## config.mk

```make
export PLATFORM = sky130hd
export DESIGN_NAME = byte_unpacker
export DESIGN_NICKNAME = d
export VERILOG_FILES = /design/src/design/adc_capture_pkg.sv /design/src/design/byte_unpacker.sv
export SDC_FILE = /design/constraint.sdc
export NUM_CORES = 1
export LEC_CHECK = 0
export BUFFER_PORTS_ARGS = -buffer_cell sky130_fd_sc_hd__buf_2
export CORE_MARGIN = 5
export CORE_UTILIZATION = 41
export DETAILED_ROUTE_END_ITERATION = 10
export PLACE_DENSITY_LB_ADDON = 0.3
export REMOVE_ABC_BUFFERS = 1
export SLEW_MARGIN = 5
export SYNTH_ARGS = -nofsm -noshare
export SYNTH_HDL_FRONTEND = slang
export SYNTH_SLANG_ARGS = --single-unit
```

## constraint.sdc

```tcl
create_clock -name adc_sampleclk -period 2.5 [get_ports adc_sampleclk]
set_input_delay 0.375 -clock adc_sampleclk [delete_from_list [all_inputs] [get_ports adc_sampleclk]]
set_output_delay 0.375 -clock adc_sampleclk [all_outputs]
set_load 0.005 [all_outputs]
```

## src/design/adc_capture_pkg.sv

```systemverilog
package adc_capture_pkg;

    localparam int SAMPLE_W         = 12;
    localparam int SAMPLES_PER_WORD = 3;
    localparam int WORD_W           = SAMPLE_W * SAMPLES_PER_WORD;
    localparam int BYTE_W           = 8;

    typedef logic [SAMPLE_W-1:0] sample_t;
    typedef logic [WORD_W-1:0]   word_t;      // earliest sample in the top bits
    typedef logic [BYTE_W-1:0]   byte_t;
    typedef logic [14:0]         presample_t;
    typedef logic [12:0]         downsample_t; // samples skipped between kept ones
    typedef logic [31:0]         sample_count_t;

    typedef struct packed {
        presample_t    presamples;
        downsample_t   downsample;
        sample_count_t max_samples;
        logic          low_res;      // 8 bits per sample on readout
        logic          low_res_lsb;  // low byte instead of high byte
    } capture_cfg_t;

    typedef struct packed {
        logic downsample_err;
        logic presamp_err;
        logic sample_ovf;
        logic word_ovf;
        logic read_underflow;
    } err_stat_t;

    typedef enum logic [2:0] {
        IDLE,
        PRESAMP_FILLING,
        PRESAMP_FULL,
        TRIGGERED,
        DONE
    } capture_state_e;

endpackage

```

## src/design/byte_unpacker.sv

```systemverilog
module byte_unpacker (
    input  logic                          adc_sampleclk,
    input  logic                          fifo_rst,
    input  adc_capture_pkg::capture_cfg_t cfg_i,
    input  logic                          read_en_i,
    input  adc_capture_pkg::word_t        word_i,
    input  logic                          word_empty_i,
    output logic                          word_rd_o,
    output adc_capture_pkg::byte_t        read_data_o,
    output logic                          underflow_o
);

    import adc_capture_pkg::*;

    logic [3:0] idx;        // byte position in the word, or in the word pair
    logic [3:0] last_idx;
    logic [3:0] nibble;     // low bits of the first word of a pair
    logic       have;       // word_i holds a word with unread bytes
    logic       rd_ok;
    logic       word_done;
    sample_t    lr_sample;
    byte_t      next_byte;

    assign last_idx  = cfg_i.low_res ? 4'd2 : 4'd8;
    assign rd_ok     = read_en_i && have;
    assign word_done = rd_ok && (idx == last_idx || (!cfg_i.low_res && idx == 4'd3));
    assign word_rd_o = !word_empty_i && (!have || word_done);

    always_comb begin
        case (idx)
            4'd0:    lr_sample = word_i[2*SAMPLE_W +: SAMPLE_W];
            4'd1:    lr_sample = word_i[SAMPLE_W +: SAMPLE_W];
            default: lr_sample = word_i[0 +: SAMPLE_W];
        endcase
    end

    always_comb begin
        if (cfg_i.low_res) begin
            next_byte = cfg_i.low_res_lsb ? lr_sample[BYTE_W-1:0]
                                          : lr_sample[SAMPLE_W-1 -: BYTE_W];
        end else begin
            case (idx)  // nine bytes over two words, MSB first
                4'd0:    next_byte = word_i[35:28];
                4'd1:    next_byte = word_i[27:20];
                4'd2:    next_byte = word_i[19:12];
                4'd3:    next_byte = word_i[11:4];
                4'd4:    next_byte = {nibble, word_i[35:32]};
                4'd5:    next_byte = word_i[31:24];
                4'd6:    next_byte = word_i[23:16];
                4'd7:    next_byte = word_i[15:8];
                default: next_byte = word_i[7:0];
            endcase
        end
    end

    always_ff @(posedge adc_sampleclk) begin
        if (fifo_rst) begin
            idx         <= '0;
            have        <= 1'b0;
            underflow_o <= 1'b0;
            read_data_o <= '0;
        end else begin
            underflow_o <= read_en_i && !have;
            if (word_rd_o)
                have <= 1'b1;
            else if (word_done)
                have <= 1'b0;
            if (read_en_i)
                read_data_o <= have ? next_byte : '0;  // zero when nothing to read
            if (rd_ok)
                idx <= (idx == last_idx) ? '0 : idx + 1'b1;
        end
    end

    always_ff @(posedge adc_sampleclk) begin
        if (rd_ok && !cfg_i.low_res && idx == 4'd3)
            nibble <= word_i[3:0];
    end

endmodule

```

==> impl_metrics.prom, run 1 <==
# TYPE chip_impl_metric gauge
chip_impl_metric{name="postSynthRegisterBits",unit=""} 18
chip_impl_metric{name="hold-path-cell-count",unit=""} 2
chip_impl_metric{name="gpl.final_weighted_congestion",unit=""} 0.861
chip_impl_metric{name="synth-edff-count",unit=""} 4
chip_impl_metric{name="chipHeight",unit="µm"} 70.6
chip_impl_metric{name="clkTransAtPathRegs",unit="ns"} 0.08
chip_impl_info{name="synth_top_cells_by_count",value="22 x sky130_fd_sc_hd__nand2_1, 21 x sky130_fd_sc_hd__a21oi_1, 20 x sky130_fd_sc_hd__a22oi_1"} 1
chip_impl_metric{name="layout_setup_ws",unit="ns"} 0.242
chip_impl_metric{name="synth.top_cell.area_share",unit="%"} 18.6
chip_impl_metric{name="switchingPower",unit="mW"} 0.246
chip_impl_info{name="min_path_type",value="in2reg"} 1
chip_impl_metric{name="drt_first_pass_iters",unit=""} 4
chip_impl_metric{name="peakVddDrop",unit="V"} 0.000247
chip_impl_info{name="hold_start",value="word_empty_i"} 1
chip_impl_info{name="criticalPathCategory",value="reg2out"} 1
chip_impl_metric{name="crit_arrival",unit="ns"} 1.88
chip_impl_metric{name="critical_path_required",unit="ns"} 2.12
chip_impl_metric{name="syn_to_final_growth",unit="%"} 24.8
chip_impl_metric{name="routed-via-count",unit=""} 1766
chip_impl_metric{name="max_slew_margin",unit="%"} 69.2
chip_impl_metric{name="hold_ws",unit="ns"} 0.300
chip_impl_metric{name="drt.antenna.violating_nets",unit=""} 0
chip_impl_metric{name="avg_cell_area_syn",unit="µm²"} 7.73
chip_impl_metric{name="cell_internal_pwr",unit="mW"} 0.549
chip_impl_metric{name="grt_first_pass_wirelength",unit="µm"} 7910
chip_impl_metric{name="reg2regPathDepth",unit=""} 7
chip_impl_info{name="synth_top_cell_by_area",value="sky130_fd_sc_hd__dfxtp_1"} 1
chip_impl_metric{name="routedWlPerCell",unit="µm"} 16.5
chip_impl_metric{name="crit_fanout",unit=""} 9
chip_impl_metric{name="report.power.total",unit="mW"} 0.795
chip_impl_metric{name="worst_clock_skew",unit="ns"} 0.00140
chip_impl_metric{name="cts-hold-fix-buffers",unit=""} 0
chip_impl_metric{name="dieArea",unit="µm²"} 4990
chip_impl_info{name="status",value="complete, no violations"} 1
chip_impl_metric{name="report.final.slew_viol_count",unit=""} 0
chip_impl_info{name="cp-end-kind",value="output pin"} 1
chip_impl_metric{name="p_clk_share",unit="%"} 31.1
chip_impl_metric{name="power_density",unit="nW/µm²"} 422
chip_impl_metric{name="setup_total_negative_slack",unit="ns"} 0
chip_impl_info{name="worst_r2r_startpoint",value="idx[0]"} 1
chip_impl_metric{name="fp-row-count",unit=""} 22
chip_impl_metric{name="clock_latency",unit="ns"} 0.25
chip_impl_metric{name="io-pin-count",unit=""} 112
chip_impl_metric{name="drc_errors",unit=""} 0
chip_impl_info{name="clock_tree_from_tritoncts",value="yes"} 1
chip_impl_info{name="post_synth_main_area_contributors",value="sky130_fd_sc_hd__dfxtp_1 19%, sky130_fd_sc_hd__a22oi_1 10%, sky130_fd_sc_hd__edfxtp_1 8.0%"} 1
chip_impl_metric{name="clock_sinks",unit=""} 18
chip_impl_metric{name="synthCells",unit=""} 195
chip_impl_metric{name="actual_transition_at_the_worst_max_transition_pin",unit="ns"} 0.450
chip_impl_metric{name="synth_warnings",unit=""} 0
chip_impl_metric{name="max_freq",unit="MHz"} 443
chip_impl_metric{name="postSynth.asyncResetShare",unit="%"} 0
chip_impl_metric{name="finalSetupViolations",unit=""} 0
chip_impl_metric{name="leakage_power",unit="nW"} 0.800
chip_impl_metric{name="grt_max_degree",unit=""} 18
chip_impl_metric{name="total_routing_resource_utilization_after_global_routing",unit="%"} 19.0
chip_impl_metric{name="cts.path.max_buffers",unit=""} 2
chip_impl_info{name="endpoint_of_the_worst_hold_timing_path",value="have"} 1
chip_impl_metric{name="grt.overflow.total",unit=""} 0
chip_impl_metric{name="via_count_of_the_first_global_routing_pass",unit=""} 1733
chip_impl_info{name="reg2reg_to",value="read_data_o[7]"} 1
chip_impl_metric{name="initial_utilization",unit="%"} 41.8
chip_impl_info{name="synth.most_common_cell",value="sky130_fd_sc_hd__nand2_1"} 1
chip_impl_metric{name="final.period_utilization",unit="%"} 90.3
chip_impl_metric{name="mappedNetlistArea",unit="µm²"} 1510
chip_impl_info{name="synth_flop_cell",value="sky130_fd_sc_hd__dfxtp_1"} 1
chip_impl_metric{name="vias_per_cell",unit=""} 6.03
chip_impl_metric{name="final_area",unit="µm²"} 1880
chip_impl_metric{name="cts_repair_resize_count",unit=""} 0
chip_impl_metric{name="detailed_place.area",unit="µm²"} 1830
chip_impl_metric{name="antenna_found_initial",unit=""} 0
chip_impl_metric{name="hold_violations_final",unit=""} 0
chip_impl_metric{name="antenna_cells",unit=""} 0
chip_impl_metric{name="final_nets",unit=""} 353
chip_impl_metric{name="switching_portion_of_total_power",unit="%"} 31.0
chip_impl_metric{name="max-cap-violations",unit=""} 0
chip_impl_metric{name="drive_gt1_share",unit="%"} 28.6
chip_impl_metric{name="cts_made_buffers",unit=""} 3
chip_impl_metric{name="post_cts_buffers",unit=""} 0
chip_impl_metric{name="fp.dieW",unit="µm"} 70.6
chip_impl_info{name="rsz0062_at_grt",value="no"} 1
chip_impl_metric{name="synth_cell_type_count",unit=""} 48
chip_impl_metric{name="power.combinational.fraction",unit="%"} 29.3
chip_impl_metric{name="minimum_clock_period",unit="ns"} 2.26
chip_impl_metric{name="core",unit="µm²"} 3610
chip_impl_info{name="clock-root-buffer",value="sky130_fd_sc_hd__clkbuf_8"} 1
chip_impl_info{name="critPathLaunchType",value="flop"} 1
chip_impl_metric{name="seq_area_frac_synth",unit="%"} 26.6
chip_impl_metric{name="routed_wirelength",unit="µm"} 4830
chip_impl_metric{name="ctsHtreeMaxLevel",unit=""} 1
chip_impl_metric{name="worst-r2r-setup-slack",unit="ns"} 0.26
chip_impl_metric{name="seq_power_share",unit="%"} 39.7
chip_impl_metric{name="hpwl",unit="µm"} 3720
chip_impl_metric{name="dp_slack",unit="ns"} 0.293
chip_impl_metric{name="io_buf_count",unit=""} 51
chip_impl_metric{name="drtIter0Drc",unit=""} 167
## sequential cells by signal, indices dropped and copies added (netlist names)
name / cells
have: 1
idx: 4
nibble: 4
read_data_o: 8
underflow_o: 1
## cell usage in the layout (no fill, tap or decap), drive strengths merged, types with 2 or more instances in the layout
cell type,synthesis,layout
a221o,2,2
nand3,8,8
a211o,2,2
a31oi,6,6
ha,5,5
a41oi,2,2
a22o,3,3
o21ai,6,6
o211ai,2,2
nor3,6,6
dfxtp,14,14
nor3b,2,2
a221oi,2,2
o2bb2ai,2,2
o2111ai,3,3
a211oi,4,4
a22oi,20,20
a21oi,21,21
buf,8,61
edfxtp,4,4
nand2,22,22
a21o,2,2
nor2,13,13
inv,4,4
mux2i,2,2
clkbuf,7,4
a222oi,3,3
a32o,2,2
a31o,2,2
## worst max path at each step
stage / from / to / slack (ns)
detailed placement: idx[0] / read_data_o[7] / 0.29
global route: idx[0] / word_rd_o / 0.11
finish: idx[0] / word_rd_o / 0.24
floorplan: idx[0] / read_data_o[7] / 0.26
CTS: idx[0] / word_rd_o / 0.28
global placement: idx[1] / read_data_o[7] / 0.31
## per-layer routing
metal | wire length [µm] | global-route usage [%] | vias to the layer above | share of wire (%)
met5 | 0 | 0 | - | 0
met2 | 2310 | 31.4 | 69 | 48
met3 | 393 | 3.98 | 4 | 8.1
li1 | - | - | 872 | -
met4 | 20 | 5.43 | 0 | 0.41
met1 | 2100 | 24.9 | 821 | 44
## metrics by stage
| stage | instances | util (%) |
|---|---|---|
| 6_report | 293 | 52.2 |
| 5_1_grt | 293 | 52.2 |
| 4_1_cts | 293 | 52.2 |
| 3_5_place_dp | 289 | 50.7 |
| 3_3_place_gp | 289 | 50.7 |
| 2_1_floorplan | 180 | - |
## power groups by stage
stage	clock network, mW	logic [mW]	registers (mW)
after detailed placement	0	0.230	0.322
after floorplan	0	0.125	0.321
after global placement	0	0.229	0.321
after global routing	0.261	0.260	0.317
final	0.247	0.232	0.315
after CTS	0.250	0.231	0.315
## critical path: stages (launching register included)
cell and delay [ns]:
sky130_fd_sc_hd__dfxtp_1 0.52, sky130_fd_sc_hd__ha_1 0.44, sky130_fd_sc_hd__nor3b_1 0.29, sky130_fd_sc_hd__o21ai_1 0.11, sky130_fd_sc_hd__a21oi_1 0.14, sky130_fd_sc_hd__buf_2 0.12
## layout make-up
cell class              count  area [µm²]
clock buffers               4        55.1
fillers                   363        1720
inverters                   4        15.0
multi-input cells         158        1020
flip-flops and latches     18         400
well taps                  48        60.1
repair buffers             61         330
## kinds of logic (layout without fill, tap and decap cells)
logic type,Yosys count,after routing,synth area share [%]
buffers and inverters,19,69,5.73
xor gates and xnor gates,1,1,0.581
AOI/OAI and AO/OA,90,90,43.0
DFF,18,18,26.6
muxes,3,3,2.07
adders and majority gates,5,5,4.15
and+or+nand+nor,59,59,17.9
(Power assumes the default switching activity.)
==> run 2, diff against run 1 <==
--- a/config.mk
+++ b/config.mk
@@ -5,9 +5,10 @@
 export SDC_FILE = /design/constraint.sdc
 export NUM_CORES = 1
 export LEC_CHECK = 0
+export ABC_AREA = 1
 export BUFFER_PORTS_ARGS = -buffer_cell sky130_fd_sc_hd__buf_2
 export CORE_MARGIN = 5
-export CORE_UTILIZATION = 41
+export CORE_UTILIZATION = 44
 export DETAILED_ROUTE_END_ITERATION = 10
 export PLACE_DENSITY_LB_ADDON = 0.3
 export REMOVE_ABC_BUFFERS = 1
==> impl_metrics.prom, run 2 <==
# TYPE chip_impl_metric gauge
chip_impl_metric{name="report.final.slew_viol_count",unit=""} 0
chip_impl_metric{name="fp.dieW",unit="µm"} 74.3
chip_impl_metric{name="peakVddDrop",unit="V"} 0.000413
chip_impl_metric{name="core",unit="µm²"} 4000
chip_impl_metric{name="worst_clock_skew",unit="ns"} 0.00412
chip_impl_metric{name="gpl.final_weighted_congestion",unit=""} 0.877
chip_impl_metric{name="max_slew_margin",unit="%"} 66.4
chip_impl_metric{name="cts_made_buffers",unit=""} 3
chip_impl_metric{name="post_cts_buffers",unit=""} 0
chip_impl_metric{name="mappedNetlistArea",unit="µm²"} 1820
chip_impl_metric{name="avg_cell_area_syn",unit="µm²"} 5.51
chip_impl_metric{name="seq_power_share",unit="%"} 37.2
chip_impl_metric{name="grt.overflow.total",unit=""} 0
chip_impl_metric{name="synthCells",unit=""} 330
chip_impl_info{name="rsz0062_at_grt",value="no"} 1
chip_impl_metric{name="cts-hold-fix-buffers",unit=""} 0
chip_impl_metric{name="drtIter0Drc",unit=""} 353
chip_impl_metric{name="ctsHtreeMaxLevel",unit=""} 1
chip_impl_metric{name="via_count_of_the_first_global_routing_pass",unit=""} 2109
chip_impl_metric{name="cell_internal_pwr",unit="mW"} 0.554
chip_impl_metric{name="grt_first_pass_wirelength",unit="µm"} 9890
chip_impl_info{name="worst_r2r_startpoint",value="idx[1]"} 1
chip_impl_metric{name="p_clk_share",unit="%"} 28.3
chip_impl_metric{name="area_of_the_multi_input_gates",unit="µm²"} 1250
chip_impl_info{name="status",value="complete, no violations"} 1
chip_impl_info{name="top_regs",value="read_data_o (8), idx (4), nibble (4)"} 1
chip_impl_info{name="startpoint",value="idx[1]"} 1
chip_impl_metric{name="switchingPower",unit="mW"} 0.293
chip_impl_metric{name="initial_utilization",unit="%"} 45.4
chip_impl_info{name="clock-root-buffer",value="sky130_fd_sc_hd__clkbuf_8"} 1
chip_impl_info{name="cp-end-kind",value="flop"} 1
chip_impl_metric{name="synth_warnings",unit=""} 0
chip_impl_metric{name="hold_violations_final",unit=""} 0
chip_impl_metric{name="drt_first_pass_iters",unit=""} 5
chip_impl_metric{name="routedWlPerCell",unit="µm"} 14.2
chip_impl_metric{name="io-pin-count",unit=""} 112
chip_impl_info{name="synth_top_cell_by_area",value="sky130_fd_sc_hd__nand2_1"} 1
chip_impl_metric{name="crit_fanout",unit=""} 11
chip_impl_metric{name="total_routing_resource_utilization_after_global_routing",unit="%"} 22.6
chip_impl_metric{name="switching_portion_of_total_power",unit="%"} 34.6
chip_impl_metric{name="number_of_flip_flops_in_the_largest_register",unit=""} 8
chip_impl_metric{name="power_density",unit="nW/µm²"} 389
chip_impl_metric{name="worst-r2r-setup-slack",unit="ns"} 0.28
chip_impl_metric{name="clock_latency",unit="ns"} 0.26
chip_impl_metric{name="detailed_place.area",unit="µm²"} 2120
chip_impl_metric{name="chipHeight",unit="µm"} 74.3
chip_impl_metric{name="actual_transition_at_the_worst_max_transition_pin",unit="ns"} 0.503
chip_impl_metric{name="postSynthRegisterBits",unit=""} 18
chip_impl_metric{name="drt.antenna.violating_nets",unit=""} 0
chip_impl_metric{name="clkTransAtPathRegs",unit="ns"} 0.07
chip_impl_info{name="synth_flop_cell",value="sky130_fd_sc_hd__dfxtp_1"} 1
chip_impl_metric{name="cts_repair_resize_count",unit=""} 0
chip_impl_metric{name="routed-via-count",unit=""} 2380
chip_impl_metric{name="layout.area.seq",unit="µm²"} 400
chip_impl_metric{name="synth-edff-count",unit=""} 4
chip_impl_info{name="final_common_cell",value="sky130_fd_sc_hd__nand2_1"} 1
chip_impl_metric{name="layout.filler_cells",unit=""} 431
chip_impl_metric{name="grt_max_degree",unit=""} 22
chip_impl_metric{name="postSynth.asyncResetShare",unit="%"} 0
chip_impl_metric{name="power.combinational.fraction",unit="%"} 34.5
chip_impl_metric{name="antenna_found_initial",unit=""} 0
chip_impl_metric{name="setup_total_negative_slack",unit="ns"} 0
chip_impl_metric{name="vias_per_cell",unit=""} 5.53
chip_impl_info{name="min_path_type",value="in2reg"} 1
chip_impl_metric{name="synth_cell_type_count",unit=""} 27
chip_impl_metric{name="clock_sinks",unit=""} 18
chip_impl_info{name="synth.most_common_cell",value="sky130_fd_sc_hd__nand2_1"} 1
chip_impl_metric{name="max_freq",unit="MHz"} 451
chip_impl_info{name="criticalPathCategory",value="reg2reg"} 1
chip_impl_metric{name="dieArea",unit="µm²"} 5520
chip_impl_metric{name="synth.top_cell.area_share",unit="%"} 26.4
chip_impl_info{name="synth_top_cells_by_count",value="128 x sky130_fd_sc_hd__nand2_1, 59 x sky130_fd_sc_hd__nand3_1, 29 x sky130_fd_sc_hd__nor2_1"} 1
chip_impl_metric{name="seq_area_frac_synth",unit="%"} 22.0
chip_impl_metric{name="max-cap-violations",unit=""} 0
chip_impl_metric{name="critical_path_required",unit="ns"} 2.69
chip_impl_info{name="top_register",value="read_data_o"} 1
chip_impl_metric{name="hold_ws",unit="ns"} 0.308
chip_impl_metric{name="routed_wirelength",unit="µm"} 6100
chip_impl_info{name="clock_tree_from_tritoncts",value="yes"} 1
chip_impl_metric{name="io_buf_count",unit=""} 51
chip_impl_metric{name="drive_gt1_share",unit="%"} 19.2
chip_impl_info{name="hold_start",value="word_empty_i"} 1
chip_impl_metric{name="fp-row-count",unit=""} 23
chip_impl_info{name="post_synth_main_area_contributors",value="sky130_fd_sc_hd__nand2_1 26%, sky130_fd_sc_hd__nand3_1 16%, sky130_fd_sc_hd__dfxtp_1 15%"} 1
chip_impl_info{name="most_frequent_cells_in_the_layout",value="128 x sky130_fd_sc_hd__nand2_1, 59 x sky130_fd_sc_hd__nand3_1, 51 x sky130_fd_sc_hd__buf_2"} 1
chip_impl_metric{name="crit_arrival",unit="ns"} 2.41
chip_impl_metric{name="syn_to_final_growth",unit="%"} 19.8
chip_impl_metric{name="leakage_power",unit="nW"} 1.18
chip_impl_metric{name="cts.path.max_buffers",unit=""} 2
chip_impl_metric{name="finalSetupViolations",unit=""} 0
chip_impl_info{name="path_cells",value="inv_1, ha_1, inv_1, nor2_1, nand2_1, nand2_1, nor2_1, nand2_1, nand2_1, nand2_1, nand2_1, a21oi_1"} 1
chip_impl_metric{name="final.period_utilization",unit="%"} 88.8
chip_impl_metric{name="final_area",unit="µm²"} 2180
chip_impl_info{name="critPathLaunchType",value="flop"} 1
chip_impl_metric{name="report.power.total",unit="mW"} 0.847
chip_impl_metric{name="hpwl",unit="µm"} 4600
chip_impl_info{name="cp_max_delay_cell",value="sky130_fd_sc_hd__ha_1"} 1
chip_impl_info{name="worst_path_most_repeated_cell",value="sky130_fd_sc_hd__nand2_1"} 1
chip_impl_metric{name="drc_errors",unit=""} 0
chip_impl_metric{name="minimum_clock_period",unit="ns"} 2.22
chip_impl_metric{name="antenna_cells",unit=""} 0
chip_impl_metric{name="final_nets",unit=""} 488
chip_impl_metric{name="utilization",unit="%"} 54.5
chip_impl_metric{name="critical-path-max-stage-delay",unit="ns"} 0.50
## run 2: cell families after synthesis
logic type / share of synthesized area (%)
buffers and inverters: 9.36
adder cells (fa/ha/maj): 3.44
AND/OR/NAND/NOR: 54.2
AO/OA/AOI/OAI: 10.5
XOR/XNOR: 0.482
flip-flops: 22.0
## run 2: routing by layer
metal | up-vias | track usage (%) | share of wire [%]
met5 | - | 0 | 0
met1 | 1040 | 33.2 | 46
li1 | 1173 | - | -
met4 | 0 | 7.51 | 2.1
met3 | 13 | 2.16 | 11
met2 | 154 | 34.6 | 42
## run 2: critical path: cells and delay by family (launching register included)
kind,cells,cell delay (ns)
AOI/OAI and AO/OA,1,0.12
adders and majority gates,1,0.50
buffers and inverters,2,0.29
DFF,1,0.36
and+or+nand+nor,8,0.88
## run 2: path summary, 6_finish.rpt
check | depth (start not counted) | end
max | 12 | read_data_o[0]
min | 2 | have
max reg2reg | 12 | read_data_o[0]
min reg2reg | 1 | underflow_o
## run 2: through the flow
step	cells	worst slack, ns
6_report	430	0.281
5_1_grt	430	0.0680
4_1_cts	430	0.333
3_5_place_dp	426	0.346
3_3_place_gp	426	0.387
2_1_floorplan	319	0.512
## run 2: area by class of cell
cell class	count	area share [%]
tap	50	2.87
multi-input combinational	271	57.3
clock buffer	4	2.53
timing repair buffer	57	13.8
inverter	30	5.17
sequential	18	18.4
## run 2: power by group through the flow
stage                     Clock [mW]  Sequential (mW)  Combinational, mW
final                          0.240            0.315              0.292
after global routing           0.260            0.316              0.330
after CTS                      0.245            0.315              0.286
after detailed placement           0            0.322              0.285
after global placement             0            0.321              0.282
after floorplan                    0            0.321              0.168
