`config.mk`:
```
export PLATFORM = sky130hd
export DESIGN_NAME = capture_config_regs
export DESIGN_NICKNAME = d
export VERILOG_FILES = /design/src/design/adc_capture_pkg.sv /design/src/design/capture_config_regs.sv
export SDC_FILE = /design/constraint.sdc
export NUM_CORES = 1
export LEC_CHECK = 0
export BUFFER_PORTS_ARGS = -buffer_cell sky130_fd_sc_hd__buf_4
export CORE_ASPECT_RATIO = 0.8
export CORE_MARGIN = 5
export CORE_UTILIZATION = 45
export CTS_CLUSTER_DIAMETER = 150
export DETAILED_ROUTE_END_ITERATION = 7
export GPL_TIMING_DRIVEN = 0
export PLACE_DENSITY_LB_ADDON = 0.2
export SYNTH_ARGS = -nofsm -noshare
export SYNTH_HDL_FRONTEND = slang
export SYNTH_SLANG_ARGS = --single-unit
export TNS_END_PERCENT = 50
```
`constraint.sdc`:
```
create_clock -name adc_sampleclk -period 2.3 [get_ports adc_sampleclk]
set_input_delay 0.46 -clock adc_sampleclk [delete_from_list [all_inputs] [get_ports adc_sampleclk]]
set_output_delay 0.46 -clock adc_sampleclk [all_outputs]
set_load 0.05 [all_outputs]
```
`src/design/adc_capture_pkg.sv`:
```
package adc_capture_pkg;

    localparam int SAMPLE_W         = 12;
    localparam int SAMPLES_PER_WORD = 3;
    localparam int WORD_W           = SAMPLE_W * SAMPLES_PER_WORD;
    localparam int BYTE_W           = 8;

    typedef logic [SAMPLE_W-1:0] sample_t;
    typedef logic [WORD_W-1:0]   word_t;      // earliest sample in the top bits
    typedef logic [BYTE_W-1:0]   byte_t;
    typedef logic [14:0]         presample_t;
    typedef logic [12:0]         downsample_t; // samples skipped between kept ones
    typedef logic [31:0]         sample_count_t;

    typedef struct packed {
        presample_t    presamples;
        downsample_t   downsample;
        sample_count_t max_samples;
        logic          low_res;      // 8 bits per sample on readout
        logic          low_res_lsb;  // low byte instead of high byte
    } capture_cfg_t;

    typedef struct packed {
        logic downsample_err;
        logic presamp_err;
        logic sample_ovf;
        logic word_ovf;
        logic read_underflow;
    } err_stat_t;

    typedef enum logic [2:0] {
        IDLE,
        PRESAMP_FILLING,
        PRESAMP_FULL,
        TRIGGERED,
        DONE
    } capture_state_e;

endpackage

```
`src/design/capture_config_regs.sv`:
```
module capture_config_regs (
    input  logic                           adc_sampleclk,
    input  logic                           fifo_rst,
    input  logic                           arm_i,
    input  adc_capture_pkg::presample_t    presample_i,
    input  adc_capture_pkg::downsample_t   downsample_i,
    input  adc_capture_pkg::sample_count_t max_samples_i,
    input  logic                           low_res_i,
    input  logic                           low_res_lsb_i,
    output adc_capture_pkg::capture_cfg_t  cfg_o,
    output logic                           arm_pulse_o,
    output logic                           downsample_err_o
);

    logic arm_r;
    logic arm_edge;

    assign arm_edge = arm_i && !arm_r;

    always_ff @(posedge adc_sampleclk) begin
        if (fifo_rst) begin
            arm_r            <= 1'b0;
            arm_pulse_o      <= 1'b0;
            downsample_err_o <= 1'b0;
            cfg_o            <= '0;
        end else begin
            arm_r            <= arm_i;
            arm_pulse_o      <= arm_edge;  // lines up with the new cfg_o
            // downsampling cannot be combined with presamples
            downsample_err_o <= arm_edge && (downsample_i != '0) && (presample_i != '0);
            if (arm_edge) begin
                cfg_o.presamples  <= presample_i;
                cfg_o.downsample  <= downsample_i;
                cfg_o.max_samples <= max_samples_i;
                cfg_o.low_res     <= low_res_i;
                cfg_o.low_res_lsb <= low_res_lsb_i;
            end
        end
    end

endmodule

```
==> impl_metrics.sql, run 1 <==
INSERT INTO impl_metrics (metric_group, metric, value, unit) VALUES
('timing', 'setup_total_negative_slack', '0', 'ns'),
('drt', 'drt_iter0_markers', '104', ''),
('layout', 'diodes', '0', ''),
('layout', 'layout_commonest_cell', 'sky130_fd_sc_hd__buf_4', ''),
('timing', 'layout_min_cycle_time', '1.37', 'ns'),
('logic_synthesis', 'synth_top_cell_area_share', '56.5', '%'),
('timing', 'slew-limit-headroom', '70.7', '%'),
('floorplan', 'top_level_ports', '129', ''),
('setup_path', 'crit_path_max_incr_delay', '0.36', 'ns'),
('clock_network', 'root_buffer', 'sky130_fd_sc_hd__clkbuf_8', ''),
('clock_network', 'tritoncts', 'done', ''),
('logic_synthesis', 'avgSynthCellArea', '8.03', 'um^2'),
('logic_synthesis', 'post_synth_num_cell_types', '14', ''),
('drt', 'drc_errors', '0', ''),
('power', 'vdd.ir_drop.worst', '0.458', 'mV'),
('logic_synthesis', 'synth_top_family_by_area', 'simple AND/OR/NAND/NOR gates', ''),
('setup_path', 'worst_r2r_path_depth', '5', ''),
('global_routing', 'globalRouteOverflowTotal', '0', ''),
('setup_path', 'crit_fanout', '2', ''),
('drt', 'vias', '2336', ''),
('setup_path', 'critical_path.n_buffers_inverters', '1', ''),
('run_status', 'status', 'completed', ''),
('global_routing', 'antenna_violations_before_repair', '0', ''),
('setup_path', 'setup.worst_path.start_class', 'register', ''),
('setup_path', 'timing.critical_path.arrival', '0.91', 'ns'),
('placed_design', 'place_ws', '0.914', 'ns'),
('setup_path', 'critPathRequiredTime', '1.84', 'ns'),
('job', 'max-cap-violations', '0', ''),
('setup_path', 'worst_path_max_delay_cell', 'sky130_fd_sc_hd__dfxtp_1', ''),
('layout', 'final_net_count', '490', ''),
('logic_synthesis', 'compound_cell_area_share_of_the_yosys_netlist', '13.5', '%'),
('setup_path', 'worst-path-stages', '1', ''),
('layout', 'drive_gt1_share', '36.5', '%'),
('worst_hold_path', 'holdPathStages', '2', ''),
('placed_design', 'post_dp_cell_area', '3330', 'um^2'),
('setup_path', 'endpoint_kind', 'output pin', ''),
('power', 'power.static_leakage', '1.63', 'nW'),
('power', 'power_per_cell_area', '811', 'nW/um^2'),
('floorplan', 'num_rows', '23', ''),
('clock_network', 'number_of_buffers_inserted_by_hold_repair_at_cts', '0', ''),
('setup_path', 'cell_by_cell_trace_of_the_critical_path', 'buf_4', ''),
('logic_synthesis', 'simple_gate_share_of_the_synthesized_area', '24.0', '%'),
('placed_design', 'dpl_wire_length', '4.95', 'mm'),
('logic_synthesis', 'synth_cells', '287', ''),
('global_routing', 'first_global_vias', '2255', ''),
('clock_network', 'cts-buffers-inserted', '9', ''),
('drt', 'post_drt_via_cell_ratio', '4.75', ''),
('drt', 'wire_per_inst', '13.2', 'um'),
('timing', 'fin_skew', '0.00892', 'ns'),
('layout', 'final.fill_count', '449', ''),
('placed_design', 'io_buffer_count', '127', ''),
('timing', 'hold_viol', '0', ''),
('timing', 'min_period_over_period', '59.5', '%'),
('logic_synthesis', 'synth_warnings', '0', ''),
('clock_network', 'clockBufferDepth', '2', ''),
('clock_network', 'htree_levels', '3', ''),
('floorplan', 'floorplan.core_area', '4980', 'um^2'),
('logic_synthesis', 'yosys.area.top_type', 'sky130_fd_sc_hd__dfxtp_1', ''),
('setup_path', 'cp_top_family', 'flip-flops', ''),
('timing', 'timing.final.ws_setup', '0.931', 'ns'),
('floorplan', 'die_w', '90.0', 'um'),
('layout', 'most-common-layout-cells', 'sky130_fd_sc_hd__buf_4, sky130_fd_sc_hd__nand2_1, sky130_fd_sc_hd__dfxtp_1, sky130_fd_sc_hd__a21oi_1, sky130_fd_sc_hd__clkbuf_8', ''),
('drt', 'drtPass1Iterations', '4', ''),
('setup_path', 'critical_path_class', 'reg2out', ''),
('clock_network', 'clkLatencyLatePin', '0.34', 'ns'),
('worst_hold_path', 'hold_path_class', 'in2reg', ''),
('layout', 'area_of_all_placed_cells_without_fillers', '3560', 'um^2'),
('clock_network', 'post_cts.resized_instances', '0', ''),
('global_routing', 'globalRouteTotalUtil', '19.5', '%'),
('logic_synthesis', 'synth.ff_latch_count', '65', ''),
('logic_synthesis', 'sequential_cell_area_fraction_in_the_yosys_report', '56.5', '%');
[area by class of cell]
| cell class | count | area (um^2) | share of cell area, % |
|---|---|---|---|
| clock inverter | 4 | 75.1 | 2.11 |
| buffer | 21 | 140 | 3.93 |
| sequential | 65 | 1300 | 36.5 |
| timing repair buffer | 127 | 953 | 26.7 |
| tap | 62 | 77.6 | 2.18 |
| multi-input combinational | 201 | 862 | 24.2 |
| clock buffer | 12 | 155 | 4.35 |
[path summary, 6_finish.rpt]
kind / start / end / slack, ns
worst min-delay path: arm_i / arm_r$_SDFF_PP0_ / 0.35
worst max-delay path: cfg_o[33]$_SDFFE_PP0P_ / cfg_o[33] / 0.93
worst min register to register: cfg_o[2]$_SDFFE_PP0P_ / cfg_o[2]$_SDFFE_PP0P_ / 0.45
worst max register to register: arm_r$_SDFF_PP0_ / cfg_o[42]$_SDFFE_PP0P_ / 1.19
[flip-flops by register name, indices dropped and copies added (netlist names)]
name,cells
arm_pulse_o,1
downsample_err_o,1
cfg_o,62
arm_r,1
[cell usage after synthesis]
cell type / count
sky130_fd_sc_hd__buf_4: 2
sky130_fd_sc_hd__buf_2: 7
sky130_fd_sc_hd__nor2b_1: 2
sky130_fd_sc_hd__nand4_1: 2
sky130_fd_sc_hd__nor2_1: 2
sky130_fd_sc_hd__nor3_1: 2
sky130_fd_sc_hd__nand2_1: 124
sky130_fd_sc_hd__clkbuf_1: 6
sky130_fd_sc_hd__nand2b_1: 1
sky130_fd_sc_hd__and3_1: 1
sky130_fd_sc_hd__nor4_1: 5
sky130_fd_sc_hd__a21oi_1: 62
sky130_fd_sc_hd__dfxtp_1: 65
sky130_fd_sc_hd__buf_6: 6
[cells by family after synthesis]
family / count (synthesis)
buf+inv: 21
compound gates: 62
flops: 65
simple gates: 139
[through the flow]
stage	hold slack (ns)	total power, mW	std cells	util (%)
6_report	0.350	2.89	492	71.6
5_1_grt	0.342	3.02	492	71.6
4_1_cts	0.337	2.92	492	71.6
3_5_place_dp	0.447	1.82	476	67.0
3_3_place_gp	0.442	1.81	476	67.0
2_1_floorplan	0.588	1.59	287	-
[report_power, final]
part / internal (mW) / leakage [nW] / switching, mW
registers: 1.19 / 0.534 / 0.0311
clock network: 0.670 / 0.109 / 0.425
logic: 0.207 / 0.988 / 0.368
[per-layer routing]
layer	global-route usage (%)	up-vias	part of all wire [%]
met2	30.6	82	45
li1	-	1210	-
met3	11.9	9	12
met5	0	-	0
met1	22.1	1035	43
met4	7.27	0	1.1
Power figures use the tool's default switching activity.
==> run 2: changes to the inputs <==
--- a/config.mk
+++ b/config.mk
@@ -8,7 +8,7 @@
 export BUFFER_PORTS_ARGS = -buffer_cell sky130_fd_sc_hd__buf_4
 export CORE_ASPECT_RATIO = 0.8
 export CORE_MARGIN = 5
-export CORE_UTILIZATION = 45
+export CORE_UTILIZATION = 43
 export CTS_CLUSTER_DIAMETER = 150
 export DETAILED_ROUTE_END_ITERATION = 7
 export GPL_TIMING_DRIVEN = 0
==> constraint.sdc (replaced) <==
create_clock -name adc_sampleclk -period 1.3 [get_ports adc_sampleclk]
set_input_delay 0.26 -clock adc_sampleclk [delete_from_list [all_inputs] [get_ports adc_sampleclk]]
set_output_delay 0.26 -clock adc_sampleclk [all_outputs]
set_load 0.05 [all_outputs]
==> run 2 against run 1 <==
Effect of this change:
- sequential power up 77%
- die area increased by 4.1%
- clock-buffer cell count unchanged
- register-to-register slack worse by 1.0 ns
- clock power is 54% higher
- non-clock buffer count did not move
- critical path depth stayed put
- utilization decreased by 2.3 points
- via count grew 1.8%
- routed wire length fell by 0.46%
- first-iteration DRC count down 44%
- power grew 68%
==> impl_metrics.sql, run 2 (synthesis results as in run 1) <==
INSERT INTO impl_metrics (metric_group, metric, value, unit) VALUES
('run_status', 'status', 'completed', ''),
('floorplan', 'top_level_ports', '129', ''),
('setup_path', 'crit_fanout', '2', ''),
('drt', 'drc_errors', '0', ''),
('clock_network', 'tritoncts', 'done', ''),
('drt', 'dr_wl_met3', '668', 'um'),
('setup_path', 'critical_path.n_buffers_inverters', '1', ''),
('setup_path', 'critical_path_class', 'reg2out', ''),
('floorplan', 'die_height', '75.5', 'um'),
('global_routing', 'grt_start_max_net_pins', '11', ''),
('clock_network', 'cts.reportedPaths.clkPinSlew', '0.06', 'ns'),
('layout', 'final.fill_count', '444', ''),
('layout', 'fin_util', '69.3', '%'),
('floorplan', 'full_die_area', '6930', 'um^2'),
('layout', 'flip_flop_count_of_the_largest_register_all_copies_and_words_added', '62', ''),
('layout', 'max_flop_register', 'cfg_o', ''),
('timing', 'max_freq', '0.872', 'GHz'),
('setup_path', 'critPathRequiredTime', '1.04', 'ns'),
('global_routing', 'globalRouteTotalUtil', '18.8', '%'),
('timing', 'slew-limit-headroom', '69.9', '%'),
('setup_path', 'cp_top_family', 'flip-flops', ''),
('layout', 'most-common-layout-cells', 'sky130_fd_sc_hd__buf_4, sky130_fd_sc_hd__nand2_1, sky130_fd_sc_hd__dfxtp_1, sky130_fd_sc_hd__a21oi_1, sky130_fd_sc_hd__clkbuf_8', ''),
('placed_design', 'gpl.final_weighted_congestion', '0.767', ''),
('power', 'vdd.ir_drop.worst', '0.729', 'mV'),
('floorplan', 'initial_core_util', '45.2', '%'),
('drt', 'wire_per_inst', '13.2', 'um'),
('global_routing', 'globalRouteOverflowTotal', '0', ''),
('power', 'power.static_leakage', '1.62', 'nW'),
('power', 'power.total', '4.85', 'mW'),
('placed_design', 'io_buffer_count', '127', ''),
('timing', 'fin_skew', '0.00696', 'ns'),
('drt', 'finalWirelength', '6.48', 'mm'),
('global_routing', 'first_global_vias', '2214', ''),
('setup_path', 'timing.critical_path.arrival', '0.89', 'ns'),
('timing', 'layout_min_cycle_time', '1.15', 'ns'),
('timing', 'rsz_0062_raised_after_global_routing', 'no', ''),
('setup_path', 'startpoint', 'cfg_o[36]$_SDFFE_PP0P_', ''),
('clock_network', 'clockBufferDepth', '2', ''),
('timing', 'whs', '0.163', 'ns'),
('timing', 'worst_slew_pin_slew', '0.451', 'ns'),
('drt', 'met2_length', '3.11', 'mm'),
('clock_network', 'post_cts.resized_instances', '0', ''),
('setup_path', 'rr_startpoint', 'arm_r$_SDFF_PP0_', ''),
('setup_path', 'crit_path_max_incr_delay', '0.35', 'ns'),
('clock_network', 'number_of_buffers_inserted_by_hold_repair_at_cts', '0', ''),
('timing', 'drv_slew', '0', ''),
('clock_network', 'cts_post_setup_buffers_inserted', '0', ''),
('timing', 'hold_viol', '0', ''),
('global_routing', 'antenna_violations_before_repair', '0', ''),
('timing', 'setup_total_negative_slack', '0', 'ns'),
('drt', 'vias', '2377', ''),
('timing', 'report.final.setup_viol', '0', ''),
('clock_network', 'cts-buffers-inserted', '9', ''),
('layout', 'area_delta_synth_final', '53.2', '%'),
('drt', 'top_layer_reached_by_signal_wires', 'met4', ''),
('setup_path', 'cell_by_cell_trace_of_the_critical_path', 'buf_4', ''),
('setup_path', 'endpoint_kind', 'output pin', ''),
('drt', 'drt_iter0_markers', '58', ''),
('clock_network', 'total_clock_sinks', '65', ''),
('floorplan', 'floorplan.core_area', '5090', 'um^2'),
('worst_hold_path', 'hold_path_class', 'in2reg', ''),
('power', 'power_per_cell_area', '1370', 'nW/um^2'),
('timing', 'min_period_over_period', '88.2', '%'),
('layout', 'diodes', '0', ''),
('job', 'max-cap-violations', '0', ''),
('floorplan', 'num_rows', '23', ''),
('layout', 'final_net_count', '490', ''),
('drt', 'antenna_violating_nets_left', '0', ''),
('clock_network', 'clkLatencyLatePin', '0.33', 'ns'),
('layout', 'layout_commonest_cell', 'sky130_fd_sc_hd__buf_4', ''),
('drt', 'drtPass1Iterations', '4', ''),
('placed_design', 'dpl_wire_length', '4.93', 'mm'),
('drt', 'route.layer.met1.wl', '2.63', 'mm'),
('layout', 'drive_gt1_share', '36.4', '%'),
('setup_path', 'setup.worst_path.start_class', 'register', ''),
('drt', 'post_drt_via_cell_ratio', '4.84', ''),
('worst_hold_path', 'hold_path.startpoint', 'arm_i', ''),
('clock_network', 'root_buffer', 'sky130_fd_sc_hd__clkbuf_8', ''),
('clock_network', 'htree_levels', '3', ''),
('global_routing', 'grt_pass1_wl', '10.2', 'mm'),
('setup_path', 'worst_path_max_delay_cell', 'sky130_fd_sc_hd__dfxtp_1', ''),
('floorplan', 'die_w', '91.8', 'um');
==> run 2: path summary, 6_finish.rpt <==
check                                         endpoint  slack, ns  cells after the start
worst max-delay path                         cfg_o[36]       0.15                      1
worst min-delay path                  arm_r$_SDFF_PP0_       0.16                      2
worst max register to register  cfg_o[56]$_SDFFE_PP0P_       0.19                      5
worst min register to register  cfg_o[46]$_SDFFE_PP0P_       0.46                      2
==> run 2: final cells by class <==
| cell class | instances | area, um^2 | area share [%] |
|---|---|---|---|
| clock inverters | 3 | 40.0 | 1.13 |
| flip-flops and latches | 65 | 1300 | 36.9 |
| repair buffers | 127 | 953 | 27.0 |
| plain buffers | 21 | 140 | 3.97 |
| multi-input cells | 201 | 862 | 24.4 |
| clock buffers | 12 | 155 | 4.40 |
| well taps | 62 | 77.6 | 2.20 |
==> run 2: report_power, final <==
group | internal (mW) | total, mW | leakage, nW | switching, mW
Combinational | 0.366 | 1.01 | 0.988 | 0.648
Sequential | 2.10 | 2.16 | 0.534 | 0.0549
Clock | 0.974 | 1.68 | 0.102 | 0.704
Total | 3.44 | 4.85 | 1.62 | 1.41
==> run 2: layer usage <==
metal | track usage [%] | vias up
met4 | 6.59 | 0
li1 | - | 1207
met5 | 0 | -
met2 | 30.9 | 91
met1 | 21.0 | 1070
met3 | 10.4 | 9
==> run 2: stage by stage <==
step / cells / area (um^2) / worst slack [ns]
CTS: 491 / 3530 / 0.139
detailed placement: 476 / 3330 / 0.0638
finish: 491 / 3530 / 0.153
global route: 491 / 3530 / 0.0136
floorplan: 287 / 2300 / 0.333
global placement: 476 / 3330 / 0.0830
==> run 3: changes to the inputs <==
==> constraint.sdc (replaced) <==
create_clock -name adc_sampleclk -period 1.2 [get_ports adc_sampleclk]
set_input_delay 0.24 -clock adc_sampleclk [delete_from_list [all_inputs] [get_ports adc_sampleclk]]
set_output_delay 0.24 -clock adc_sampleclk [all_outputs]
set_load 0.05 [all_outputs]
==> run 3 against run 2 <==
Effect of this change:
- final cell count is the same
- clock skew is essentially flat
- non-clock buffer count is the same
- design area grew 0.43%
- largest power group unchanged
- register-to-register slack lost 0.06 ns
- combinational power grew 9%
- largest cell class unchanged
- worst setup slack lost 0.083 ns
- highest routed layer unchanged
- sequential share of layout area shrank 0.16 points
- first-iteration DRC count grew 10%
- via count shrank 0.72%
- critical path depth is the same
- global-route usage is the same
==> impl_metrics.sql, run 3 (synthesis results as in run 1) <==
INSERT INTO impl_metrics (metric_group, metric, value, unit) VALUES
('clock_network', 'root_buffer', 'sky130_fd_sc_hd__clkbuf_8', ''),
('drt', 'post_drt_via_cell_ratio', '4.81', ''),
('drt', 'drt_iter0_markers', '64', ''),
('worst_hold_path', 'hold_path_class', 'in2reg', ''),
('floorplan', 'full_die_area', '6930', 'um^2'),
('timing', 'drv_slew', '0', ''),
('worst_hold_path', 'holdPathStages', '2', ''),
('layout', 'max_flop_register', 'cfg_o', ''),
('placed_design', 'io_buffer_count', '127', ''),
('timing', 'rsz_0062_raised_after_global_routing', 'yes', ''),
('floorplan', 'floorplan.core_area', '5090', 'um^2'),
('timing', 'slew-limit-headroom', '69.9', '%'),
('setup_path', 'worst_path_max_delay_cell', 'sky130_fd_sc_hd__dfxtp_1', ''),
('global_routing', 'antenna_violations_before_repair', '0', ''),
('layout', 'area_of_all_placed_cells_without_fillers', '3540', 'um^2'),
('layout', 'most-common-layout-cells', 'sky130_fd_sc_hd__buf_4, sky130_fd_sc_hd__nand2_1, sky130_fd_sc_hd__dfxtp_1, sky130_fd_sc_hd__a21oi_1, sky130_fd_sc_hd__clkbuf_8', ''),
('layout', 'multiInputGateArea', '862', 'um^2'),
('placed_design', 'place_ws', '-0.0162', 'ns'),
('global_routing', 'grt_start_max_net_pins', '11', ''),
('layout', 'area_delta_synth_final', '53.9', '%'),
('run_status', 'status', 'completed', ''),
('drt', 'antenna_violating_nets_left', '0', ''),
('setup_path', 'worst-path-stages', '1', ''),
('layout', 'area.sequential', '1300', 'um^2'),
('setup_path', 'critical_path_class', 'reg2out', ''),
('clock_network', 'clockBufferDepth', '2', ''),
('layout', 'diodes', '0', ''),
('setup_path', 'cell_by_cell_trace_of_the_critical_path', 'buf_4', ''),
('setup_path', 'critical_path.n_buffers_inverters', '1', ''),
('clock_network', 'clkLatencyLatePin', '0.33', 'ns'),
('floorplan', 'top_level_ports', '129', ''),
('floorplan', 'die_height', '75.5', 'um'),
('layout', 'drive_gt1_share', '36.4', '%'),
('clock_network', 'cts_post_setup_buffers_inserted', '0', ''),
('global_routing', 'globalRouteOverflowTotal', '0', ''),
('floorplan', 'die_w', '91.8', 'um'),
('global_routing', 'globalRouteTotalUtil', '18.8', '%'),
('drt', 'finalWirelength', '6.47', 'mm'),
('power', 'power_per_cell_area', '1490', 'nW/um^2'),
('layout', 'final_net_count', '490', ''),
('drt', 'wire_per_inst', '13.2', 'um'),
('clock_network', 'cts-buffers-inserted', '9', ''),
('drt', 'drtPass1Iterations', '4', ''),
('power', 'power.static_leakage', '1.63', 'nW'),
('timing', 'timing.final.ws_setup', '0.0698', 'ns'),
('placed_design', 'dpl_wire_length', '4.93', 'mm'),
('power', 'vdd.ir_drop.worst', '0.790', 'mV'),
('setup_path', 'crit_fanout', '2', ''),
('timing', 'min_period_over_period', '94.2', '%'),
('setup_path', 'cp_top_family', 'flip-flops', ''),
('floorplan', 'num_rows', '23', ''),
('setup_path', 'timing.critical_path.arrival', '0.89', 'ns'),
('layout', 'layout_commonest_cell', 'sky130_fd_sc_hd__buf_4', ''),
('timing', 'max_freq', '0.885', 'GHz'),
('setup_path', 'crit_path_max_incr_delay', '0.35', 'ns'),
('clock_network', 'total_clock_sinks', '65', ''),
('timing', 'hold_viol', '0', ''),
('global_routing', 'grt_pass1_wl', '10.2', 'mm'),
('layout', 'final.fill_count', '440', ''),
('setup_path', 'worst_r2r_path_depth', '5', ''),
('job', 'max-cap-violations', '0', ''),
('timing', 'layout_min_cycle_time', '1.13', 'ns'),
('clock_network', 'htree_levels', '3', ''),
('setup_path', 'setup.worst_path.start_class', 'register', ''),
('timing', 'worst_slew_pin_slew', '0.452', 'ns'),
('layout', 'flip_flop_count_of_the_largest_register_all_copies_and_words_added', '62', ''),
('global_routing', 'first_global_vias', '2214', ''),
('placed_design', 'gpl.final_weighted_congestion', '0.767', ''),
('drt', 'vias', '2360', ''),
('clock_network', 'cts.reportedPaths.clkPinSlew', '0.06', 'ns'),
('clock_network', 'tritoncts', 'done', ''),
('setup_path', 'endpoint_kind', 'output pin', ''),
('floorplan', 'initial_core_util', '45.2', '%'),
('timing', 'fin_skew', '0.00712', 'ns'),
('timing', 'report.final.setup_viol', '0', ''),
('layout', 'post_layout_nonfiller_instances', '491', ''),
('setup_path', 'critPathRequiredTime', '0.96', 'ns'),
('drt', 'drc_errors', '0', ''),
('placed_design', 'placed_cells_incl_taps', '476', ''),
('placed_design', 'post_dp_cell_area', '3330', 'um^2'),
('power', 'power.total', '5.27', 'mW');
[run 3: cell count changes in the layout (fill, tap and decap cells not counted)]
cell / before / now
sky130_fd_sc_hd__buf_2: 7 / 1
sky130_fd_sc_hd__buf_4: 129 / 130
sky130_fd_sc_hd__clkbuf_4: 0 / 5
[run 3: area by class of cell]
type | instances | area share (%)
repair buffers | 127 | 26.9
flip-flops and latches | 65 | 36.7
clock buffers | 12 | 4.38
multi-input cells | 201 | 24.3
clock inverters | 3 | 1.13
plain buffers | 21 | 4.38
well taps | 62 | 2.19
[run 3: worst paths after layout]
path | start | end | slack, ns
worst max register to register | arm_r$_SDFF_PP0_ | cfg_o[36]$_SDFFE_PP0P_ | 0.13
worst min-delay path | arm_i | arm_r$_SDFF_PP0_ | 0.14
worst max-delay path | cfg_o[36]$_SDFFE_PP0P_ | cfg_o[36] | 0.07
worst min register to register | cfg_o[12]$_SDFFE_PP0P_ | cfg_o[12]$_SDFFE_PP0P_ | 0.46
[run 3: what timing repair did]
item,4_1_cts,5_1_grt
endpoints found under the setup margin,0,38
resized for setup,0,7
hold buffers,0,0
endpoints found under the hold margin,0,0
[run 3: report_power, final]
group | internal, mW | switching (mW)
clock network | 1.06 | 0.767
registers | 2.28 | 0.0595
logic | 0.403 | 0.702
total | 3.74 | 1.53
[run 3: through the flow]
step           hold WS [ns]  TNS [ns]  util [%]
2_1_floorplan         0.368         0         -
3_3_place_gp          0.443         0      65.5
3_5_place_dp          0.447   -0.0162      65.5
4_1_cts               0.126         0      69.3
5_1_grt               0.119   -0.0412      69.6
6_report              0.144         0      69.6
[run 3: per-layer routing]
metal  global-route usage, %  vias to the layer above  wire (um)
li1                        -                     1207          -
met1                    21.0                     1066       2590
met2                    30.9                       78       3130
met3                    10.4                        9        682
met4                    6.59                        0         69
met5                       0                        -          0
